[config.mk]
export PLATFORM = sky130hd
export DESIGN_NAME = load_queue
export DESIGN_NICKNAME = d
export VERILOG_FILES = /design/src/source/lq_pkg.sv /design/src/source/lq_pointers.sv /design/src/source/lq_entry_table.sv /design/src/source/lq_violation_check.sv /design/src/source/load_queue.sv
export VERILOG_INCLUDE_DIRS = /design/src
export SDC_FILE = /design/constraint.sdc
export NUM_CORES = 2
export LEC_CHECK = 0
export BUFFER_PORTS_ARGS = -buffer_cell sky130_fd_sc_hd__buf_4
export CAP_MARGIN = 20
export CORE_MARGIN = 2
export CORE_UTILIZATION = 56
export DETAILED_ROUTE_END_ITERATION = 12
export GPL_TIMING_DRIVEN = 0
export PLACE_DENSITY = 0.79
export SYNTH_ARGS = -nofsm -noshare
export SYNTH_HDL_FRONTEND = slang
export SYNTH_SLANG_ARGS = --single-unit
export TNS_END_PERCENT = 20
[constraint.sdc]
create_clock -name clk -period 35 [get_ports clk]
set_clock_uncertainty 0.15 [all_clocks]
set_input_delay 3.5 -clock clk [delete_from_list [all_inputs] [get_ports clk]]
set_output_delay 3.5 -clock clk [all_outputs]
set_load 0.05 [all_outputs]
[src/lq_consts.svh]
`ifndef LQ_CONSTS_SVH
`define LQ_CONSTS_SVH

// queue geometry
`define LQ_SIZE 16
`define LQ_WIDTH 4

// rob index width, wrap bit not counted
`define ROB_WIDTH 6

`define PADDR_SIZE 32
`define XLEN 64

// bytes in one data word and the offset bits inside it
`define DATA_BYTES 8
`define BYTE_OFS_WIDTH 3

// loads retired per cycle
`define COMMIT_WIDTH 2

// architectural register index
`define REG_WIDTH 5

`endif

[src/source/lq_pkg.sv]
`include "lq_consts.svh"

package lq_pkg;

    typedef struct packed {
        logic dir;
        logic [`LQ_WIDTH-1:0] idx;
    } lq_idx_t;

    typedef struct packed {
        logic dir;
        logic [`ROB_WIDTH-1:0] idx;
    } rob_idx_t;

    typedef enum logic [1:0] {
        SIZE_BYTE   = 2'd0,
        SIZE_HALF   = 2'd1,
        SIZE_WORD   = 2'd2,
        SIZE_DOUBLE = 2'd3
    } load_size_e;

    // forwarded bytes sit in their memory lanes, same as refill data
    typedef struct packed {
        lq_idx_t lq_idx;
        rob_idx_t rob_idx;
        logic [`REG_WIDTH-1:0] rd;
        load_size_e size;
        logic uext;
        logic [`PADDR_SIZE-1:0] addr;
        logic [`DATA_BYTES-1:0] fwd_mask;
        logic [`XLEN-1:0] fwd_data;
        logic miss;
    } lq_issue_t;

    typedef struct packed {
        lq_idx_t lq_idx;
        logic [`XLEN-1:0] data;
    } lq_refill_t;

    typedef struct packed {
        logic [`PADDR_SIZE-1:0] addr;
        logic [`DATA_BYTES-1:0] mask;
        lq_idx_t lq_idx;
    } lq_store_t;

    typedef struct packed {
        rob_idx_t rob_idx;
        logic [`REG_WIDTH-1:0] rd;
        logic [`XLEN-1:0] res;
    } lq_wb_t;

    typedef struct packed {
        rob_idx_t rob_idx;
        lq_idx_t lq_idx;
    } lq_vio_t;

    // true when a is later in program order than b
    function automatic logic rob_younger(rob_idx_t a, rob_idx_t b);
        return (a.dir == b.dir) ? (a.idx > b.idx) : (a.idx < b.idx);
    endfunction

endpackage

[src/source/lq_pointers.sv]
`timescale 1ns/100ps
`include "lq_consts.svh"

module lq_pointers
    import lq_pkg::*;
(
    input  logic clk,
    input  logic rst,
    input  logic dis_valid_i,
    input  logic [1:0] commit_num_i,
    input  logic redirect_valid_i,
    input  logic [`LQ_WIDTH:0] survivor_count_i,
    output lq_idx_t head_o,
    output lq_idx_t tail_o,
    output logic full_o
);
    lq_idx_t head;
    lq_idx_t tail;
    lq_idx_t head_n;
    lq_idx_t tail_n;
    lq_idx_t recovered_tail;
    logic redirect_q;
    logic ring_full;

    // dir is the bit above idx, so a plain add flips it on wrap
    assign head_n = lq_idx_t'(head + {{(`LQ_WIDTH-1){1'b0}}, commit_num_i});
    assign tail_n = lq_idx_t'(tail + 1'b1);

    // survivors are contiguous from head once the flush has landed
    assign recovered_tail = lq_idx_t'(head + survivor_count_i);

    assign ring_full = (head.idx == tail.idx) && (head.dir != tail.dir);

    // tail is not trustworthy until it is recovered
    assign full_o = ring_full | redirect_q;

    assign head_o = head;
    assign tail_o = tail;

    always_ff @(posedge clk or posedge rst) begin
        if (rst) begin
            head <= '0;
            tail <= '0;
            redirect_q <= 1'b0;
        end else begin
            redirect_q <= redirect_valid_i;
            head <= head_n;
            if (redirect_q) begin
                tail <= recovered_tail;
            end else if (dis_valid_i && !redirect_valid_i) begin
                tail <= tail_n;
            end
        end
    end

endmodule

[src/source/lq_entry_table.sv]
`timescale 1ns/100ps
`include "lq_consts.svh"

module lq_entry_table
    import lq_pkg::*;
(
    input  logic clk,
    input  logic rst,
    input  logic dis_valid_i,
    input  rob_idx_t dis_rob_i,
    input  lq_idx_t tail_i,
    input  lq_idx_t head_i,
    input  logic issue_valid_i,
    input  lq_issue_t issue_i,
    input  logic refill_valid_i,
    input  lq_refill_t refill_i,
    input  logic [1:0] commit_num_i,
    input  logic redirect_valid_i,
    input  rob_idx_t redirect_rob_i,
    output logic [`LQ_SIZE-1:0] valid_o,
    output logic [`LQ_SIZE-1:0] addressed_o,
    output rob_idx_t [`LQ_SIZE-1:0] entry_rob_o,
    output logic [`LQ_SIZE-1:0][`PADDR_SIZE-1:0] entry_addr_o,
    output logic [`LQ_SIZE-1:0][`DATA_BYTES-1:0] entry_mask_o,
    output logic [`LQ_WIDTH:0] survivor_count_o,
    output logic wb_valid_o,
    output lq_wb_t wb_o
);
    logic [`LQ_SIZE-1:0] valid, addressed, miss, data_ready, written;
    logic [`LQ_SIZE-1:0] alloc, commit_clr, flush, ready;
    rob_idx_t [`LQ_SIZE-1:0] rob;
    logic [`LQ_SIZE-1:0][`PADDR_SIZE-1:0] addr;
    logic [`LQ_SIZE-1:0][`DATA_BYTES-1:0] mask;
    logic [`LQ_SIZE-1:0] uext;
    logic [`REG_WIDTH-1:0] rd [`LQ_SIZE];
    load_size_e size [`LQ_SIZE];
    logic [`DATA_BYTES-1:0] fwd_mask [`LQ_SIZE];
    logic [`XLEN-1:0] fwd_data [`LQ_SIZE];
    logic [`XLEN-1:0] result [`LQ_SIZE];

    logic [`LQ_WIDTH-1:0] rf_idx, wb_idx;
    logic [`BYTE_OFS_WIDTH-1:0] rf_ofs;
    logic [`XLEN-1:0] rf_merged, rf_shifted, rf_result;
    logic redirect_q;
    logic wb_fire;

    function automatic logic [`DATA_BYTES-1:0] size_mask(load_size_e sz);
        case (sz)
            SIZE_BYTE: return 8'h01;
            SIZE_HALF: return 8'h03;
            SIZE_WORD: return 8'h0f;
            default:   return 8'hff;
        endcase
    endfunction

    function automatic logic [`XLEN-1:0] extend(logic [`XLEN-1:0] raw, load_size_e sz,
                                                 logic u);
        logic [`XLEN-1:0] res;
        case (sz)
            SIZE_BYTE: res = u ? {56'b0, raw[7:0]} : {{56{raw[7]}}, raw[7:0]};
            SIZE_HALF: res = u ? {48'b0, raw[15:0]} : {{48{raw[15]}}, raw[15:0]};
            SIZE_WORD: res = u ? {32'b0, raw[31:0]} : {{32{raw[31]}}, raw[31:0]};
            default:   res = raw;
        endcase
        return res;
    endfunction

    // no allocation while the ring is being cut back
    assign alloc = (dis_valid_i && !redirect_valid_i) ? (`LQ_SIZE'(1) << tail_i.idx) : '0;

    always_comb begin
        logic [`LQ_WIDTH-1:0] pos;
        commit_clr = '0;
        for (int j = 0; j < `COMMIT_WIDTH; j++) begin
            pos = head_i.idx + `LQ_WIDTH'(j);
            if (j < int'(commit_num_i)) begin
                commit_clr[pos] = 1'b1;
            end
        end
    end

    always_comb begin
        for (int i = 0; i < `LQ_SIZE; i++) begin
            flush[i] = redirect_valid_i && rob_younger(rob[i], redirect_rob_i);
        end
    end

    // refill merge: forwarded store bytes win over cache bytes
    assign rf_idx = refill_i.lq_idx.idx;
    always_comb begin
        for (int b = 0; b < `DATA_BYTES; b++) begin
            rf_merged[b*8 +: 8] = fwd_mask[rf_idx][b] ? fwd_data[rf_idx][b*8 +: 8]
                                                      : refill_i.data[b*8 +: 8];
        end
    end
    assign rf_ofs = addr[rf_idx][`BYTE_OFS_WIDTH-1:0];
    assign rf_shifted = rf_merged >> {rf_ofs, 3'b000};
    assign rf_result = extend(rf_shifted, size[rf_idx], uext[rf_idx]);

    // lowest ready index wins
    assign ready = valid & miss & data_ready & ~written;
    always_comb begin
        wb_idx = '0;
        for (int i = `LQ_SIZE - 1; i >= 0; i--) begin
            if (ready[i]) begin
                wb_idx = `LQ_WIDTH'(i);
            end
        end
    end
    assign wb_fire = (|ready) && !redirect_valid_i && !redirect_q;

    always_comb begin
        survivor_count_o = '0;
        for (int i = 0; i < `LQ_SIZE; i++) begin
            survivor_count_o = survivor_count_o + (`LQ_WIDTH+1)'(valid[i]);
        end
    end

    always_ff @(posedge clk or posedge rst) begin
        if (rst) begin
            valid <= '0;
            addressed <= '0;
            miss <= '0;
            data_ready <= '0;
            written <= '0;
            redirect_q <= 1'b0;
            wb_valid_o <= 1'b0;
        end else begin
            redirect_q <= redirect_valid_i;
            wb_valid_o <= wb_fire;
            valid <= (valid | alloc) & ~commit_clr & ~flush;
            addressed <= addressed & ~alloc;
            miss <= miss & ~alloc;
            data_ready <= data_ready & ~alloc;
            written <= written & ~alloc;
            if (issue_valid_i) begin
                addressed[issue_i.lq_idx.idx] <= 1'b1;
                miss[issue_i.lq_idx.idx] <= issue_i.miss;
            end
            if (refill_valid_i) begin
                data_ready[rf_idx] <= 1'b1;
            end
            if (wb_fire) begin
                written[wb_idx] <= 1'b1;
            end
        end
    end

    always_ff @(posedge clk) begin
        if (dis_valid_i) begin
            rob[tail_i.idx] <= dis_rob_i;
        end
        if (issue_valid_i) begin
            rd[issue_i.lq_idx.idx] <= issue_i.rd;
            size[issue_i.lq_idx.idx] <= issue_i.size;
            uext[issue_i.lq_idx.idx] <= issue_i.uext;
            addr[issue_i.lq_idx.idx] <= issue_i.addr;
            mask[issue_i.lq_idx.idx] <= size_mask(issue_i.size)
                                        << issue_i.addr[`BYTE_OFS_WIDTH-1:0];
            fwd_mask[issue_i.lq_idx.idx] <= issue_i.fwd_mask;
            fwd_data[issue_i.lq_idx.idx] <= issue_i.fwd_data;
        end
        if (refill_valid_i) begin
            result[rf_idx] <= rf_result;
        end
        if (wb_fire) begin
            wb_o.rob_idx <= rob[wb_idx];
            wb_o.rd <= rd[wb_idx];
            wb_o.res <= result[wb_idx];
        end
    end

    assign valid_o = valid;
    assign addressed_o = addressed;
    assign entry_rob_o = rob;
    assign entry_addr_o = addr;
    assign entry_mask_o = mask;

endmodule

[src/source/lq_violation_check.sv]
`timescale 1ns/100ps
`include "lq_consts.svh"

module lq_violation_check
    import lq_pkg::*;
(
    input  logic clk,
    input  logic rst,
    input  logic store_valid_i,
    input  lq_store_t store_i,
    input  lq_idx_t head_i,
    input  lq_idx_t tail_i,
    input  logic [`LQ_SIZE-1:0] valid_i,
    input  logic [`LQ_SIZE-1:0] addressed_i,
    input  rob_idx_t [`LQ_SIZE-1:0] entry_rob_i,
    input  logic [`LQ_SIZE-1:0][`PADDR_SIZE-1:0] entry_addr_i,
    input  logic [`LQ_SIZE-1:0][`DATA_BYTES-1:0] entry_mask_i,
    output logic vio_valid_o,
    output lq_vio_t vio_o
);
    logic [`LQ_SIZE-1:0] head_below, store_below, age_window, overlap, hit;
    logic span;
    logic overflow;
    logic found;
    rob_idx_t oldest_rob;
    lq_idx_t oldest_lq;

    // slots below head and below the store position
    always_comb begin
        for (int i = 0; i < `LQ_SIZE; i++) begin
            head_below[i] = i < head_i.idx;
            store_below[i] = i < store_i.lq_idx.idx;
        end
    end

    // slots from the store position onward, counted from head
    assign span = head_i.dir ^ store_i.lq_idx.dir;
    assign age_window = ~({`LQ_SIZE{span}} ^ head_below ^ store_below);

    // store sits past the tail, so no load is younger
    assign overflow = (store_i.lq_idx.dir == tail_i.dir) ? (store_i.lq_idx.idx > tail_i.idx)
                                                         : (store_i.lq_idx.idx < tail_i.idx);

    always_comb begin
        for (int i = 0; i < `LQ_SIZE; i++) begin
            overlap[i] = (entry_addr_i[i][`PADDR_SIZE-1:`BYTE_OFS_WIDTH]
                          == store_i.addr[`PADDR_SIZE-1:`BYTE_OFS_WIDTH])
                         && (|(entry_mask_i[i] & store_i.mask));
        end
    end

    assign hit = valid_i & addressed_i & overlap & age_window & {`LQ_SIZE{~overflow}};

    // oldest by rob index, slot dir rebuilt from head
    always_comb begin
        found = 1'b0;
        oldest_rob = '0;
        oldest_lq = '0;
        for (int i = 0; i < `LQ_SIZE; i++) begin
            if (hit[i] && (!found || rob_younger(oldest_rob, entry_rob_i[i]))) begin
                found = 1'b1;
                oldest_rob = entry_rob_i[i];
                oldest_lq.idx = `LQ_WIDTH'(i);
                oldest_lq.dir = (`LQ_WIDTH'(i) >= head_i.idx) ? head_i.dir : ~head_i.dir;
            end
        end
    end

    always_ff @(posedge clk or posedge rst) begin
        if (rst) begin
            vio_valid_o <= 1'b0;
        end else begin
            vio_valid_o <= store_valid_i && found;
        end
    end

    always_ff @(posedge clk) begin
        vio_o.rob_idx <= oldest_rob;
        vio_o.lq_idx <= oldest_lq;
    end

endmodule

[src/source/load_queue.sv]
`timescale 1ns/100ps
`include "lq_consts.svh"

module load_queue
    import lq_pkg::*;
(
    input  logic clk,
    input  logic rst,
    input  logic dis_valid_i,
    input  rob_idx_t dis_rob_i,
    input  logic issue_valid_i,
    input  lq_issue_t issue_i,
    input  logic refill_valid_i,
    input  lq_refill_t refill_i,
    input  logic [1:0] commit_num_i,
    input  logic redirect_valid_i,
    input  rob_idx_t redirect_rob_i,
    input  logic store_valid_i,
    input  lq_store_t store_i,
    output logic full_o,
    output lq_idx_t lq_idx_o,
    output logic wb_valid_o,
    output lq_wb_t wb_o,
    output logic vio_valid_o,
    output lq_vio_t vio_o
);
    lq_idx_t head;
    lq_idx_t tail;
    logic [`LQ_SIZE-1:0] entry_valid;
    logic [`LQ_SIZE-1:0] entry_addressed;
    rob_idx_t [`LQ_SIZE-1:0] entry_rob;
    logic [`LQ_SIZE-1:0][`PADDR_SIZE-1:0] entry_addr;
    logic [`LQ_SIZE-1:0][`DATA_BYTES-1:0] entry_mask;
    logic [`LQ_WIDTH:0] survivor_count;

    // next dispatch gets the current tail
    assign lq_idx_o = tail;

    lq_pointers u_pointers (
        .clk,
        .rst,
        .dis_valid_i,
        .commit_num_i,
        .redirect_valid_i,
        .survivor_count_i (survivor_count),
        .head_o           (head),
        .tail_o           (tail),
        .full_o
    );

    lq_entry_table u_entry_table (
        .clk,
        .rst,
        .dis_valid_i,
        .dis_rob_i,
        .tail_i           (tail),
        .head_i           (head),
        .issue_valid_i,
        .issue_i,
        .refill_valid_i,
        .refill_i,
        .commit_num_i,
        .redirect_valid_i,
        .redirect_rob_i,
        .valid_o          (entry_valid),
        .addressed_o      (entry_addressed),
        .entry_rob_o      (entry_rob),
        .entry_addr_o     (entry_addr),
        .entry_mask_o     (entry_mask),
        .survivor_count_o (survivor_count),
        .wb_valid_o,
        .wb_o
    );

    lq_violation_check u_violation_check (
        .clk,
        .rst,
        .store_valid_i,
        .store_i,
        .head_i           (head),
        .tail_i           (tail),
        .valid_i          (entry_valid),
        .addressed_i      (entry_addressed),
        .entry_rob_i      (entry_rob),
        .entry_addr_i     (entry_addr),
        .entry_mask_i     (entry_mask),
        .vio_valid_o,
        .vio_o
    );

endmodule

==> qor.log <==
[setup_path] required time of the critical path 35640 ps
[timing] Setup-failing EPs final 12
[die] die height 501 µm
[yosys] dominant synthesized flop cell edfxtp_1
[clocking] maximum count of clock buffers along a single path 4
[routing] total via count after detailed routing 88601
[routing] Via density 6.80
[grt] global-route wire length before repair 627000 µm
[yosys] number of enable-type register cells in the synthesized netlist 3132
[routing] DRT Wirelength 452000 µm
[setup_path] CP arrival 36240 ps
[clocking] CTS sink cnt 3237
[setup_path] kind of cell adding the most delay to the critical path compound AO/OA/AOI/OAI gates
[grt] Total GRT Usage 35.2%
[die] die area 0.251 mm²
[cells_and_area] most common cell after layout, fill and taps aside edfxtp_1
[yosys] Cell Area, Synth 0.138 mm²
[setup_path] slowest CP cell or4_4
[cells_and_area] fill count 15692
[min_path] class of the worst hold path reg -> reg
[power] relative contribution of sequential cells to total power 45.7%
[setup_path] number of buffers and inverters on the critical path 34
[grt] via count of the first global-routing pass 86883
[routing] first-pass iteration count of the detailed router 6
[setup_path] endpoint kind of the worst setup timing path flop
[cells_and_area] layout-stage area growth over the synthesis result 17.9%
[setup_path] nature of the critical path startpoint input port
[timing] total count of hold-check failures in the final report 0
[yosys] Yosys cell types 112
[cells_and_area] area of the multi-input gates 0.0408 mm²
[timing] Tcrit/Tclk final 102%
[cells_and_area] area taken by flip-flops and latches 0.0966 mm²
[yosys] Post-Synthesis Net Count 8915
[power] maximum ir drop on the vdd rail 0.0000482 V
[die] Placeable Area 0.246 mm²
[power] power share of the clock group 36.2%
[routing] routed len/inst 34.7 µm
[grt] maximum number of pins on one net before global-route repair 69
[timing] setup slack of the critical path after layout -607 ps
[die] cell row count 182
[power] Sw Pwr 2.83 mW
[yosys] post-synthesis area per instance 16.4 µm²
[flow_run] Maximum Capacitance Violations 0
[yosys] fraction of synthesis flops using an asynchronous set or reset pin 2.87%
[clocking] total clock buffers created by CTS 343
[power] internal power contribution 7.14 mW
[die] Initial Util 56.3%
[yosys] count of state elements after synthesis 3237
[cells_and_area] nets 10006
[timing] setup repair after global routing missed its margin true
[timing] Peak Freq 28.1 MHz
[status] violated checks setup timing
[place] number of buffers inserted by port buffering 304
[yosys] synthesized instance count 8431
[power] Leakage Power 58.1 nW
[clocking] number of levels in the clock H-tree 5
[power] proportion of power drawn by combinational gates 18.1%
[yosys] Yosys warning total 0
[timing] slew at the pin closest to its max-slew limit 1310 ps
[timing] number of pins exceeding their max-slew limit in the final report 0
[clocking] hold bufs inserted after CTS 0
[cells_and_area] fraction of layout instances using a drive strength above 1 22.4%
[power] switching portion of total power 28.4%
[setup_path] library cell appearing most often on the critical path buf_4
[yosys] part of the Yosys area used for sequential elements 69.8%
[routing] first-iteration detailed-routing DRC count 13811
[setup_path] Crit Path Category in -> reg
[routing] antenna-violating nets left 0
[die] die span in x 501 µm
[setup_path] worst reg-to-reg setup slack 790 ps
[setup_path] largest stage delay on the critical path 490 ps
[place] detailed placement HPWL 291000 µm
[clocking] worst skew pair latency 1040 ps
[routing] total DRC errors in the routed layout 0
[timing] worst-case headroom to the max-slew limit 12.9%
[clocking] clk root buf clkbuf_16
[cells_and_area] utilization after layout 66.4%
[place] last weighted congestion value of the routability-driven placer 0.967
[clocking] clock tree from TritonCTS built
[setup_path] worst-path fanout max 9
[die] count of boundary I/O pins 358
[cells_and_area] most frequent cells in the layout edfxtp_1, buf_4, mux2i_1
[power] power density normalized to cell area 61.1 mW/mm²
[timing] Period minus WS final 35610 ps
[clocking] CTS clock-pin slew for the worst setup and hold paths 60 ps
[status] status complete, but fails checks
[grt] antenna violations before repair 47
[grt] leftover overflow at the end of global routing 0
[place] Place WS -8280 ps
-- worst register-to-register path, delay by kind of cell, from the launching register on --
family,cells,cell delay (ps)
AO/OA/AOI/OAI,79,15350
AND/OR/NAND/NOR,36,5560
buffers and inverters,33,5000
adder cells (fa/ha/maj),15,3770
multiplexers,13,3560
flip-flops,1,480
XOR/XNOR,1,180
-- path summary, 6_finish.rpt --
path                                              start  cells after the start                            to
max                                         store_i[25]                    178    u_violation_check.vio_o[4]
min                        u_entry_table.data_ready[15]                      1  u_entry_table.data_ready[15]
max in group asynchronous                           rst                      3         u_entry_table.miss[9]
min reg2reg                u_entry_table.data_ready[15]                      1  u_entry_table.data_ready[15]
max reg2reg                        u_pointers.tail_o[3]                    177    u_violation_check.vio_o[4]
min in group asynchronous                           rst                      2  u_entry_table.addressed_o[4]
-- per-stage QoR --
step | power, mW | cells | setup TNS [ps] | cell area [µm²] | hold slack [ps]
CTS | 9.88 | 12936 | 0 | 162000 | 324
finish | 9.96 | 13035 | -5360 | 163000 | 327
detailed placement | 6.30 | 12224 | -98090 | 149000 | 311
floorplan | 5.56 | 8431 | 0 | 138000 | 291
global placement | 6.21 | 11955 | -95080 | 145000 | 302
global route | 10.2 | 13019 | -16050 | 163000 | 341
-- power by group through the flow --
stage / combinational, mW / sequential, mW / clock, mW
2_1_floorplan: 0.918 / 4.64 / 0
3_3_place_gp: 1.57 / 4.64 / 0
3_5_place_dp: 1.68 / 4.62 / 0
4_1_cts: 1.73 / 4.55 / 3.60
5_1_grt: 1.87 / 4.55 / 3.75
6_report: 1.81 / 4.55 / 3.61
-- sequential cells by signal (all words and copies together), names as in the netlist, 32 cells and up --
name and count:
u_entry_table.rd 80, u_entry_table.result 1024, u_entry_table.size 32, u_entry_table.wb_o 76, u_entry_table.fwd_data 1024, u_entry_table.entry_rob_o 112
u_entry_table.entry_addr_o 512, u_entry_table.entry_mask_o 128, u_entry_table.fwd_mask 128
-- cell type report --
| class | count | area share (%) |
|---|---|---|
| Clock buffer | 422 | 5.54 |
| Inverter | 213 | 0.495 |
| Clock inverter | 180 | 1.13 |
| Buffer | 434 | 1.21 |
| Antenna cell | 36 | 0.0552 |
| Tap cell | 3220 | 2.47 |
| Multi-Input combinational cell | 4543 | 25.0 |
| Sequential cell | 3237 | 59.3 |
| Timing Repair Buffer | 750 | 4.82 |
-- cell usage after synthesis, types with 10 or more instances --
library cell / instances / area [µm²]
mux4_2: 389 / 8760
o31ai_1: 10 / 75.1
xor2_1: 295 / 2580
or2_2: 17 / 106
edfxtp_1: 3132 / 94100
nand3_1: 71 / 355
buf_1: 115 / 432
nor2_1: 392 / 1470
a22o_1: 14 / 123
a21o_1: 91 / 683
o21a_1: 26 / 195
nand2_1: 472 / 1770
a211oi_1: 66 / 495
o21ai_0: 238 / 1190
clkbuf_1: 280 / 1050
nand4b_1: 13 / 114
and4_1: 12 / 105
o221ai_1: 88 / 771
and3_1: 26 / 163
and2_1: 18 / 113
dfrtp_1: 93 / 2330
dfxtp_1: 12 / 240
nand2b_1: 27 / 169
a22oi_1: 54 / 405
a21oi_1: 305 / 1530
o211ai_1: 39 / 293
buf_2: 34 / 170
mux2_2: 263 / 2960
a32oi_1: 70 / 613
or4_1: 21 / 158
nor4_1: 105 / 657
nor4b_1: 12 / 105
a221oi_1: 22 / 193
xnor2_1: 223 / 1950
and4b_1: 11 / 110
ha_1: 210 / 2630
a211o_1: 13 / 114
nand4_1: 138 / 863
nor2b_1: 43 / 269
inv_1: 210 / 788
nor3_1: 62 / 310
a31oi_1: 40 / 250
fa_1: 12 / 240
mux2i_1: 478 / 4780
-- logic make-up after synthesis --
kind of cell / synth area share [%]
AO/OA/AOI/OAI: 5.70
AND/OR/NAND/NOR: 5.23
buffers and inverters: 1.82
adder cells (fa/ha/maj): 2.07
flip-flops: 69.8
XOR/XNOR: 3.39
multiplexers: 11.9
-- routing by layer --
metal | part of all wire (%) | global-route usage, % | vias to the layer above
li1 | - | - | 35409
met2 | 46 | 54.7 | 7507
met4 | 6.3 | 19.7 | 30
met5 | 0.042 | 0 | -
met1 | 35 | 45.6 | 44179
met3 | 13 | 8.73 | 1476
-- timing repair --
action	4_1_cts	5_1_grt
setup buffers	111	34
setup endpoints to repair	12	12
cloned	1	1
gates resized for setup	185	166
pin swaps	66	84
Power figures use the tool's default switching activity.
